===== config.mk =====
export PLATFORM = sky130hd
export DESIGN_NAME = uart_top
export DESIGN_NICKNAME = d
export VERILOG_FILES = /design/src/uart_pkg.sv /design/src/uart_rx.sv /design/src/uart_tx.sv /design/src/uart_regs.sv /design/src/uart_top.sv
export SDC_FILE = /design/constraint.sdc
export NUM_CORES = 1
export LEC_CHECK = 0
export BUFFER_PORTS_ARGS = -buffer_cell sky130_fd_sc_hd__buf_2
export CORE_ASPECT_RATIO = 1.2
export CORE_MARGIN = 5
export CORE_UTILIZATION = 56
export DETAILED_ROUTE_END_ITERATION = 8
export PLACE_DENSITY = 0.84
export SETUP_SLACK_MARGIN = 0.5
export SLEW_MARGIN = 10
export SYNTH_ARGS = -nofsm -noshare
export SYNTH_HDL_FRONTEND = slang
export SYNTH_SLANG_ARGS = --single-unit

===== constraint.sdc =====
create_clock -name rxclk -period 4 [get_ports rxclk]
set_input_delay 0.8 -clock rxclk [delete_from_list [all_inputs] [get_ports rxclk]]
set_output_delay 0.8 -clock rxclk [all_outputs]
set_load 0.01 [all_outputs]

===== src/uart_pkg.sv =====
// uart package
// register offsets, engine status words and AXI4-Lite channel bundles
`default_nettype none

package uart_pkg;

   // register byte offsets
   localparam logic [3:0] addr_txdata  = 4'h0;
   localparam logic [3:0] addr_rxdata  = 4'h4;
   localparam logic [3:0] addr_status  = 4'h8;
   localparam logic [3:0] addr_control = 4'hC;

   localparam logic [1:0] resp_okay = 2'b00;

   // receiver result, full means a byte is waiting
   typedef struct packed {
      logic [7:0] data;
      logic       full;
      logic       frame_err;
      logic       over_run;
   } rx_status_t;

   typedef struct packed {
      logic busy;
      logic over_run;
   } tx_status_t;

   // host driven channel signals
   typedef struct packed {
      logic        awvalid;
      logic [3:0]  awaddr;
      logic        wvalid;
      logic [31:0] wdata;
      logic        bready;
      logic        arvalid;
      logic [3:0]  araddr;
      logic        rready;
   } axil_req_t;

   // slave driven channel signals
   typedef struct packed {
      logic        awready;
      logic        wready;
      logic        bvalid;
      logic [1:0]  bresp;
      logic        arready;
      logic        rvalid;
      logic [31:0] rdata;
      logic [1:0]  rresp;
   } axil_rsp_t;

endpackage

`default_nettype wire


===== src/uart_rx.sv =====
// uart receiver
// oversampled start detection, mid-bit sampling, frame error and overrun flags
`timescale 1ns/1ps
`default_nettype none

module uart_rx #(
   parameter int sample_rate = 16
) (
   input  wire logic             rxclk,
   input  wire logic             reset,
   input  wire logic             rx_in,
   input  wire logic             rx_enable,
   input  wire logic             rx_unload,
   input  wire logic             status_clear,
   output uart_pkg::rx_status_t  rx_status
);

   localparam int cnt_w = (sample_rate > 2) ? $clog2(sample_rate) : 1;
   localparam logic [cnt_w-1:0] mid_cnt  = cnt_w'(sample_rate / 2);
   localparam logic [cnt_w-1:0] last_cnt = cnt_w'(sample_rate - 1);

   logic             rx_d1;
   logic             rx_d2;
   logic             rx_busy;
   logic [cnt_w-1:0] sample_cnt;
   logic [3:0]       bit_cnt;
   logic [7:0]       shift_reg;
   logic [7:0]       rx_data;
   logic             full;
   logic             frame_err;
   logic             over_run;
   logic             mid_sample;
   logic             stop_sample;

   assign mid_sample  = rx_busy && (sample_cnt == mid_cnt);
   assign stop_sample = mid_sample && (bit_cnt == 4'd9);

   // two flop synchronizer, line idles high
   always_ff @(posedge rxclk or posedge reset)
   begin
      if (reset)
      begin
         rx_d1 <= 1'b1;
         rx_d2 <= 1'b1;
      end
      else
      begin
         rx_d1 <= rx_in;
         rx_d2 <= rx_d1;
      end
   end

   // frame sequencing, count 0 is the cycle the start edge was seen
   always_ff @(posedge rxclk or posedge reset)
   begin
      if (reset)
      begin
         rx_busy    <= 1'b0;
         sample_cnt <= '0;
         bit_cnt    <= '0;
      end
      else if (!rx_enable)
      begin
         rx_busy    <= 1'b0;
         sample_cnt <= '0;
         bit_cnt    <= '0;
      end
      else if (!rx_busy)
      begin
         if (!rx_d2)
         begin
            rx_busy    <= 1'b1;
            sample_cnt <= cnt_w'(1);
            bit_cnt    <= '0;
         end
      end
      else
      begin
         sample_cnt <= (sample_cnt == last_cnt) ? '0 : sample_cnt + 1'b1;
         if (mid_sample)
         begin
            if ((bit_cnt == 4'd0) && rx_d2)
               rx_busy <= 1'b0;   // start bit gone by mid-bit, a glitch
            else if (bit_cnt == 4'd9)
            begin
               rx_busy <= 1'b0;
               bit_cnt <= '0;
            end
            else
               bit_cnt <= bit_cnt + 4'd1;
         end
      end
   end

   // data bits arrive lsb first
   always_ff @(posedge rxclk)
   begin
      if (mid_sample && (bit_cnt != 4'd0) && (bit_cnt != 4'd9))
         shift_reg <= {rx_d2, shift_reg[7:1]};
      if (stop_sample && rx_d2)
         rx_data <= shift_reg;
   end

   // result flags
   always_ff @(posedge rxclk or posedge reset)
   begin
      if (reset)
      begin
         full      <= 1'b0;
         frame_err <= 1'b0;
         over_run  <= 1'b0;
      end
      else
      begin
         if (status_clear)
         begin
            frame_err <= 1'b0;
            over_run  <= 1'b0;
         end
         if (rx_unload)
            full <= 1'b0;
         if (stop_sample)
         begin
            if (!rx_d2)
               frame_err <= 1'b1;
            else
            begin
               full <= 1'b1;
               // old byte overwritten before the host took it
               if (full && !rx_unload)
                  over_run <= 1'b1;
            end
         end
      end
   end

   assign rx_status = '{data: rx_data, full: full, frame_err: frame_err, over_run: over_run};

   a_bit_cnt_range: assert property (@(posedge rxclk) disable iff (reset)
      bit_cnt <= 4'd9);

   a_full_after_stop: assert property (@(posedge rxclk) disable iff (reset)
      $rose(full) |-> $past(stop_sample));

endmodule

`default_nettype wire


===== src/uart_tx.sv =====
// uart transmitter
// bit rate divider and start/data/stop serializer with a holding register
`timescale 1ns/1ps
`default_nettype none

module uart_tx #(
   parameter int sample_rate = 16
) (
   input  wire logic             rxclk,
   input  wire logic             reset,
   input  wire logic             tx_enable,
   input  wire logic             tx_load,
   input  wire logic [7:0]       tx_byte,
   input  wire logic             status_clear,
   output logic                  tx_out,
   output uart_pkg::tx_status_t  tx_status
);

   localparam int cnt_w = (sample_rate > 2) ? $clog2(sample_rate) : 1;
   localparam logic [cnt_w-1:0] last_cnt = cnt_w'(sample_rate - 1);

   logic [cnt_w-1:0] div_cnt;
   logic             bit_tick;
   logic [3:0]       bit_cnt;
   logic [2:0]       data_idx;
   logic [7:0]       tx_reg;
   logic             busy;
   logic             over_run;

   assign bit_tick = tx_enable && (div_cnt == last_cnt);
   assign data_idx = bit_cnt[2:0] - 3'd1;

   // free running bit rate divider
   always_ff @(posedge rxclk or posedge reset)
   begin
      if (reset)
         div_cnt <= '0;
      else if (!tx_enable || bit_tick)
         div_cnt <= '0;
      else
         div_cnt <= div_cnt + 1'b1;
   end

   // holding register
   always_ff @(posedge rxclk)
   begin
      if (tx_load && !busy)
         tx_reg <= tx_byte;
   end

   // 0 start, 1..8 data, 9 stop, 10 end of stop
   always_ff @(posedge rxclk or posedge reset)
   begin
      if (reset)
      begin
         tx_out   <= 1'b1;
         busy     <= 1'b0;
         bit_cnt  <= '0;
         over_run <= 1'b0;
      end
      else
      begin
         if (status_clear)
            over_run <= 1'b0;
         if (tx_load)
         begin
            if (busy)
               over_run <= 1'b1;
            else
               busy <= 1'b1;
         end
         if (!tx_enable)
         begin
            bit_cnt <= '0;
            tx_out  <= 1'b1;
         end
         else if (busy && bit_tick)
         begin
            bit_cnt <= bit_cnt + 4'd1;
            case (bit_cnt)
               4'd0:    tx_out <= 1'b0;
               4'd9:    tx_out <= 1'b1;
               4'd10:
               begin
                  busy    <= 1'b0;
                  bit_cnt <= '0;
               end
               default: tx_out <= tx_reg[data_idx];
            endcase
         end
      end
   end

   assign tx_status = '{busy: busy, over_run: over_run};

   a_idle_high: assert property (@(posedge rxclk) disable iff (reset)
      !busy |-> tx_out);

endmodule

`default_nettype wire


===== src/uart_regs.sv =====
// uart register block
// AXI4-Lite slave with tx data, rx data, status and control registers
`timescale 1ns/1ps
`default_nettype none

module uart_regs (
   input  wire logic             rxclk,
   input  wire logic             reset,
   input  wire uart_pkg::axil_req_t axil_req,
   input  wire uart_pkg::rx_status_t rx_status,
   input  wire uart_pkg::tx_status_t tx_status,
   output uart_pkg::axil_rsp_t   axil_rsp,
   output logic                  tx_enable,
   output logic                  rx_enable,
   output logic                  tx_load,
   output logic [7:0]            tx_byte,
   output logic                  rx_unload,
   output logic                  status_clear
);

   import uart_pkg::*;

   logic        wr_ready;   // awready and wready together
   logic        bvalid;
   logic        rd_ready;
   logic        rvalid;
   logic [31:0] rdata;
   logic [31:0] status_word;
   logic [31:0] rd_mux;

   assign status_word = {27'd0,
                         tx_status.over_run,
                         rx_status.over_run,
                         rx_status.frame_err,
                         rx_status.full,
                         tx_status.busy};

   // read decode, txdata and unmapped offsets read zero
   always_comb
   begin
      case (axil_req.araddr)
         addr_rxdata:  rd_mux = {24'd0, rx_status.data};
         addr_status:  rd_mux = status_word;
         addr_control: rd_mux = {30'd0, rx_enable, tx_enable};
         default:      rd_mux = '0;
      endcase
   end

   // write channel and control register
   always_ff @(posedge rxclk or posedge reset)
   begin
      if (reset)
      begin
         wr_ready  <= 1'b0;
         bvalid    <= 1'b0;
         tx_enable <= 1'b0;
         rx_enable <= 1'b0;
      end
      else
      begin
         wr_ready <= axil_req.awvalid && axil_req.wvalid && !bvalid && !wr_ready;
         if (wr_ready)
            bvalid <= 1'b1;
         else if (axil_req.bready)
            bvalid <= 1'b0;
         if (wr_ready && (axil_req.awaddr == addr_control))
         begin
            tx_enable <= axil_req.wdata[0];
            rx_enable <= axil_req.wdata[1];
         end
      end
   end

   // read channel
   always_ff @(posedge rxclk or posedge reset)
   begin
      if (reset)
      begin
         rd_ready <= 1'b0;
         rvalid   <= 1'b0;
      end
      else
      begin
         rd_ready <= axil_req.arvalid && !rvalid && !rd_ready;
         if (rd_ready)
            rvalid <= 1'b1;
         else if (axil_req.rready)
            rvalid <= 1'b0;
      end
   end

   // read data captured in the accept cycle, held until rready
   always_ff @(posedge rxclk)
   begin
      if (rd_ready)
         rdata <= rd_mux;
   end

   // side effects fire in the accept cycle
   assign tx_load      = wr_ready && (axil_req.awaddr == addr_txdata);
   assign tx_byte      = axil_req.wdata[7:0];
   assign rx_unload    = rd_ready && (axil_req.araddr == addr_rxdata);
   assign status_clear = rd_ready && (axil_req.araddr == addr_status);

   assign axil_rsp = '{awready: wr_ready,
                       wready:  wr_ready,
                       bvalid:  bvalid,
                       bresp:   resp_okay,
                       arready: rd_ready,
                       rvalid:  rvalid,
                       rdata:   rdata,
                       rresp:   resp_okay};

   a_bvalid_hold: assert property (@(posedge rxclk) disable iff (reset)
      bvalid && !axil_req.bready |=> bvalid);

   a_rvalid_hold: assert property (@(posedge rxclk) disable iff (reset)
      rvalid && !axil_req.rready |=> rvalid && $stable(rdata));

endmodule

`default_nettype wire


===== src/uart_top.sv =====
// uart top level
// AXI4-Lite register block driving the receiver and transmitter engines
`timescale 1ns/1ps
`default_nettype none

module uart_top #(
   parameter int sample_rate = 16
) (
   input  wire logic                rxclk,
   input  wire logic                reset,
   input  wire uart_pkg::axil_req_t axil_req,
   input  wire logic                rx_in,
   output wire uart_pkg::axil_rsp_t axil_rsp,
   output wire logic                tx_out
);

   import uart_pkg::*;

   logic       tx_enable;
   logic       rx_enable;
   logic       tx_load;
   logic [7:0] tx_byte;
   logic       rx_unload;
   logic       status_clear;
   rx_status_t rx_status;
   tx_status_t tx_status;

   uart_regs u_regs (
      .rxclk        (rxclk),
      .reset        (reset),
      .axil_req     (axil_req),
      .rx_status    (rx_status),
      .tx_status    (tx_status),
      .axil_rsp     (axil_rsp),
      .tx_enable    (tx_enable),
      .rx_enable    (rx_enable),
      .tx_load      (tx_load),
      .tx_byte      (tx_byte),
      .rx_unload    (rx_unload),
      .status_clear (status_clear)
   );

   uart_rx #(
      .sample_rate (sample_rate)
   ) u_rx (
      .rxclk        (rxclk),
      .reset        (reset),
      .rx_in        (rx_in),
      .rx_enable    (rx_enable),
      .rx_unload    (rx_unload),
      .status_clear (status_clear),
      .rx_status    (rx_status)
   );

   uart_tx #(
      .sample_rate (sample_rate)
   ) u_tx (
      .rxclk        (rxclk),
      .reset        (reset),
      .tx_enable    (tx_enable),
      .tx_load      (tx_load),
      .tx_byte      (tx_byte),
      .status_clear (status_clear),
      .tx_out       (tx_out),
      .tx_status    (tx_status)
   );

endmodule

`default_nettype wire


* Word level (Yosys, flattened, before mapping)
Cells that the tools add are included.
Operators by class: $lt $le $gt $ge 1, reduce and logical (&&, ||, !) cells 35, $add $sub $neg 5, multiplexer cells 47, equal/unequal tests 16
Operator list (number):
- $mux W4 | 14
- $eq A4 B4 Y1 const B | 9
- $mux W1 | 30
- $pmux W8 S3 | 1
- $logic_and A1 B1 Y1 | 19
- $add A4 B1 Y4 const B | 4
- $logic_not A4 Y1 | 3
- $ne A3 B3 Y1 const B | 3
- $logic_not A1 Y1 | 7
- $eq A4 B3 Y1 const B | 1
- $lt A3 B4 Y1 const B | 1
- $ne A4 B4 Y1 const B | 1
- $reduce_bool A2 Y1 | 2
- $reduce_bool A4 Y1 | 1
- $bmux W1 S3 | 1
- $pmux W1 S3 | 1
- $reduce_and A3 Y1 | 1
- $sub A3 B1 Y3 const B | 1
- $ne A2 B1 Y1 const B | 1
- $ne A2 B2 Y1 const B | 1
- $reduce_and A2 Y1 | 1
- $logic_or A1 B1 Y1 | 1
Word-level totals: word-level logic and storage cells 127, input bits 48, output and inout bits 42, bits in registers 87

* Longest topological paths before layout
depth after elaboration 7, gate-level depth with buffers 6, depth with buffers taken out 6

* Modules after synthesis
From an unflattened synthesis, not the netlist that was laid out.
Unflattened totals: cell total of the unflattened synthesis 274, area, all modules 3170.5 um^2
Modules (own cells, without submodules):
- uart_rx | sequential area each 833.3 um^2, area each 1307.5 um^2, times used 1, cells each 102
- uart_regs | sequential area each 390.4 um^2, area each 938.4 um^2, times used 1, cells each 92
- uart_tx | sequential area each 516.7 um^2, area each 924.6 um^2, times used 1, cells each 80

* Worst setup path after synthesis
No wires, ideal clock.
path kind input to register, start input port axil_req[41] (netlist bit), end register u_tx.tx_reg[0] (enable), path slack 1811 ps, stages on the path 3, required time 3605 ps, setup time 395 ps, arrival 1794 ps, path buffers 0, cell sequence nor2_1 nand2_1 nor4_1
Between the ends: word-level cells in the longest chain between the ends 3
Ends and longest elaborated chain:
- from (decl) | line uart_top.sv:11 | input wire uart_pkg::axil_req_t axil_req,
- $logic_not A4 Y1 | line uart_regs.sv:100 | assign tx_load = wr_ready && (axil_req.awaddr == addr_txdata);
- $logic_and A1 B1 Y1 | line uart_regs.sv:100
- $logic_and A1 B1 Y1 | line uart_tx.sv:47 | if (tx_load && !busy)
- to (signal assigned) | line uart_tx.sv:48 | tx_reg <= tx_byte;
- to (decl) | line uart_tx.sv:26 | logic [7:0] tx_reg;
No other way between the ends. A chain may end at the register's enable or synchronous reset.

* Worst setup path in the final report
start register u_regs.rd_ready, end output port axil_rsp[35] (netlist bit)
RTL lines:
- from (decl) | line uart_regs.sv:25 | logic rd_ready;
- from (signal assigned) | line uart_regs.sv:84 | rd_ready <= axil_req.arvalid && !rvalid && !rd_ready;
- to (decl) | line uart_top.sv:13 | output wire uart_pkg::axil_rsp_t axil_rsp,
No word-level cell between the ends.

==> run metrics <==
status=completed; Synth Cell Area=3060 um2; Min Clock Period, post-route=2000 ps; leading area contributor after synthesis=edfxtp_1; Fin Clk Skew=12.6 ps; DP HPWL=3710 um; Syn Area/Cell=12.1 um2; post-synthesis sequential area ratio=0.569; crit path DAT=1200 ps; root buf cell=clkbuf_8; Yosys cell types=54; fin. max-slew vios=0; synth top area cells=edfxtp_1, dfrtp_1, buf_4; fmax=501 MHz; GR Overflow Total=0; TNS Setup=0 ps; worst-skew pair later-pin latency=340 ps; Detail Route Antenna Nets=0; DIE AREA=a little over 7000 um2; Final Setup Violations=0; number of synthesized register bits=63; R2R setup slack=2230 ps; CP cell instances=buf_2; Area Overhead vs Synth=9.77%; Seq pwr share=0.534; Worst setup SP type=flop; clk sinks=63; Sw Pwr=0.364 mW; Crit path required time=around 3200 ps; RSZ-0062 raised after global routing=false; share of the synthesized area in the top cell type=0.314; vias per inst=5.31; initial antenna violation count=0; pwr dens=422 nW/um2; Post-synth EDFFs=32; Max Cap Viol=0; Pwr Total=1.42 mW; die height=91.0 um; Resize count post-CTS=0; core area=5300 um2; crit-path max cell delay=about 630 ps; Placer Congestion=between 0.7 and 0.8; Tcrit/Tclk final=0.499; HP Start=u_rx.rx_d1$_DFF_PP1_; Yosys Warn Count=0; Crit path buffers/inverters=1; ys async rst share=0.492; Cells after DPL=343; Leak=1.49 nW; row cnt=29; Sw Share=0.257; layout cells sized above 1=0.236; Critical-path top delay cell=dfrtp_1; endpoint type of the worst setup path=primary output; TritonCTS clock tree=done; final cell count without fillers=around 360; internal power consumption=1.05 mW; crit path kind=reg2out; Crit. Startpoint=u_regs.rd_ready$_DFF_PP0_; Setup Buffers After CTS=0; Die Width=77.5 um; first-pass iteration count of the detailed router=5; worst hold path type=reg2reg; vias in the first global route=1885; Main synth FF type=edfxtp_1; # diodes=0; first-pass GRT wire length=8870 um; Routed WL per cell=around 15 um; maximum VDD drop=around 260 uV; total vias in the final route=1907; Residual DRC=0; I/O pin count=90; number of CTS-inserted buffers=9; DR iter-0 viols=93; worst-path fanout max=13; clock power share=0.385; Starting Density=0.578; CP top delay family=flip-flops; pre-CTS WS=2140 ps; Worst-path clk slew=80 ps; Hold Fails Final Rpt=0; # port buffers=37; Hold-fix buffers, CTS=0; worst hold slack=356 ps; cells after synthesis=between 200 and 300; final setup margin=roughly 2000 ps; largest net degree at the start of global routing=32; H-Tree Level Count=3; all-layer global routing usage=0.160; Comb pwr share=0.081; WL final=about 5300 um; Reg-to-Reg Start=u_tx.bit_cnt[0]$_DFFE_PP0P_; clk buf depth=2; nets@finish=350
-- power by group through the flow --
stage / registers [mW] / logic [mW] / clock network (mW)
5_1_grt: 0.764 / 0.130 / 0.589
3_3_place_gp: 0.768 / 0.111 / 0
4_1_cts: 0.758 / 0.116 / 0.557
2_1_floorplan: 0.756 / 0.109 / 0
3_5_place_dp: 0.772 / 0.115 / 0
6_report: 0.758 / 0.115 / 0.545
-- final cells by class --
type	instances	area, um2
sequential	63	1740
clock inverter	7	72.6
timing repair buffer	40	208
fill	395	1940
multi-input combinational	158	1060
clock buffer	9	124
inverter	20	75.1
tap	62	77.6
-- cell usage after synthesis (3+ instances only) --
master     n
buf_4     34
edfxtp_1  32
dfrtp_1   28
inv_1     20
nand2_1   19
nand3_1   11
o21ai_0   11
ha_1      10
a21oi_1    7
and2_1     7
a22o_1     4
mux2_2     4
nor2_1     4
dfstp_2    3
nor2b_1    3
nor3_1     3
-- worst paths after layout --
kind                                           end  cells past startpoint
min reg2reg                   u_rx.rx_d2$_DFF_PP1_                      0
max reg2reg                u_tx.tx_out$_DFFE_PP1P_                      5
min in group asynchronous  u_rx.over_run$_DFF_PP0_                      3
max                                   axil_rsp[35]                      1
max in group asynchronous  u_tx.tx_out$_DFFE_PP1P_                      3
min                           u_rx.rx_d2$_DFF_PP1_                      0
-- layout by cell type (no fill, tap or decap), types with 4 or more instances in the layout --
master	count
buf_2	37
edfxtp_1	32
conb_1	28
dfrtp_1	28
inv_1	20
nand2_1	19
nand3_1	11
o21ai_0	11
ha_1	10
clkbuf_8	9
a21oi_1	7
and2_1	7
nor2_1	4
mux2_2	4
a22o_1	4
-- through the flow --
stage          instance area (um2)  utilization
6_report                      3360        0.634
4_1_cts                       3360        0.634
3_5_place_dp                  3160        0.597
5_1_grt                       3360        0.634
3_3_place_gp                  3160        0.597
2_1_floorplan                 3160            -
-- cells by family after synthesis --
family / after synthesis / share of synthesized area
simple gates: 67 / 0.132
flops: 63 / 0.569
buf+inv: 59 / 0.117
compound gates: 42 / 0.0936
fa+ha+maj: 10 / 0.0409
mux: 8 / 0.0372
xor+xnor: 3 / 0.00859
other cells: 1 / 0.00123
-- per-layer routing --
metal	GRT usage	routed length [um]	part of all wire	up-vias
met2	0.265	2840	0.54	56
met3	0.0614	325	0.062	4
met5	0	0	0	-
met1	0.188	2060	0.39	934
li1	-	-	-	913
met4	0.0587	33	0.0063	0
(Power assumes the default switching activity.)
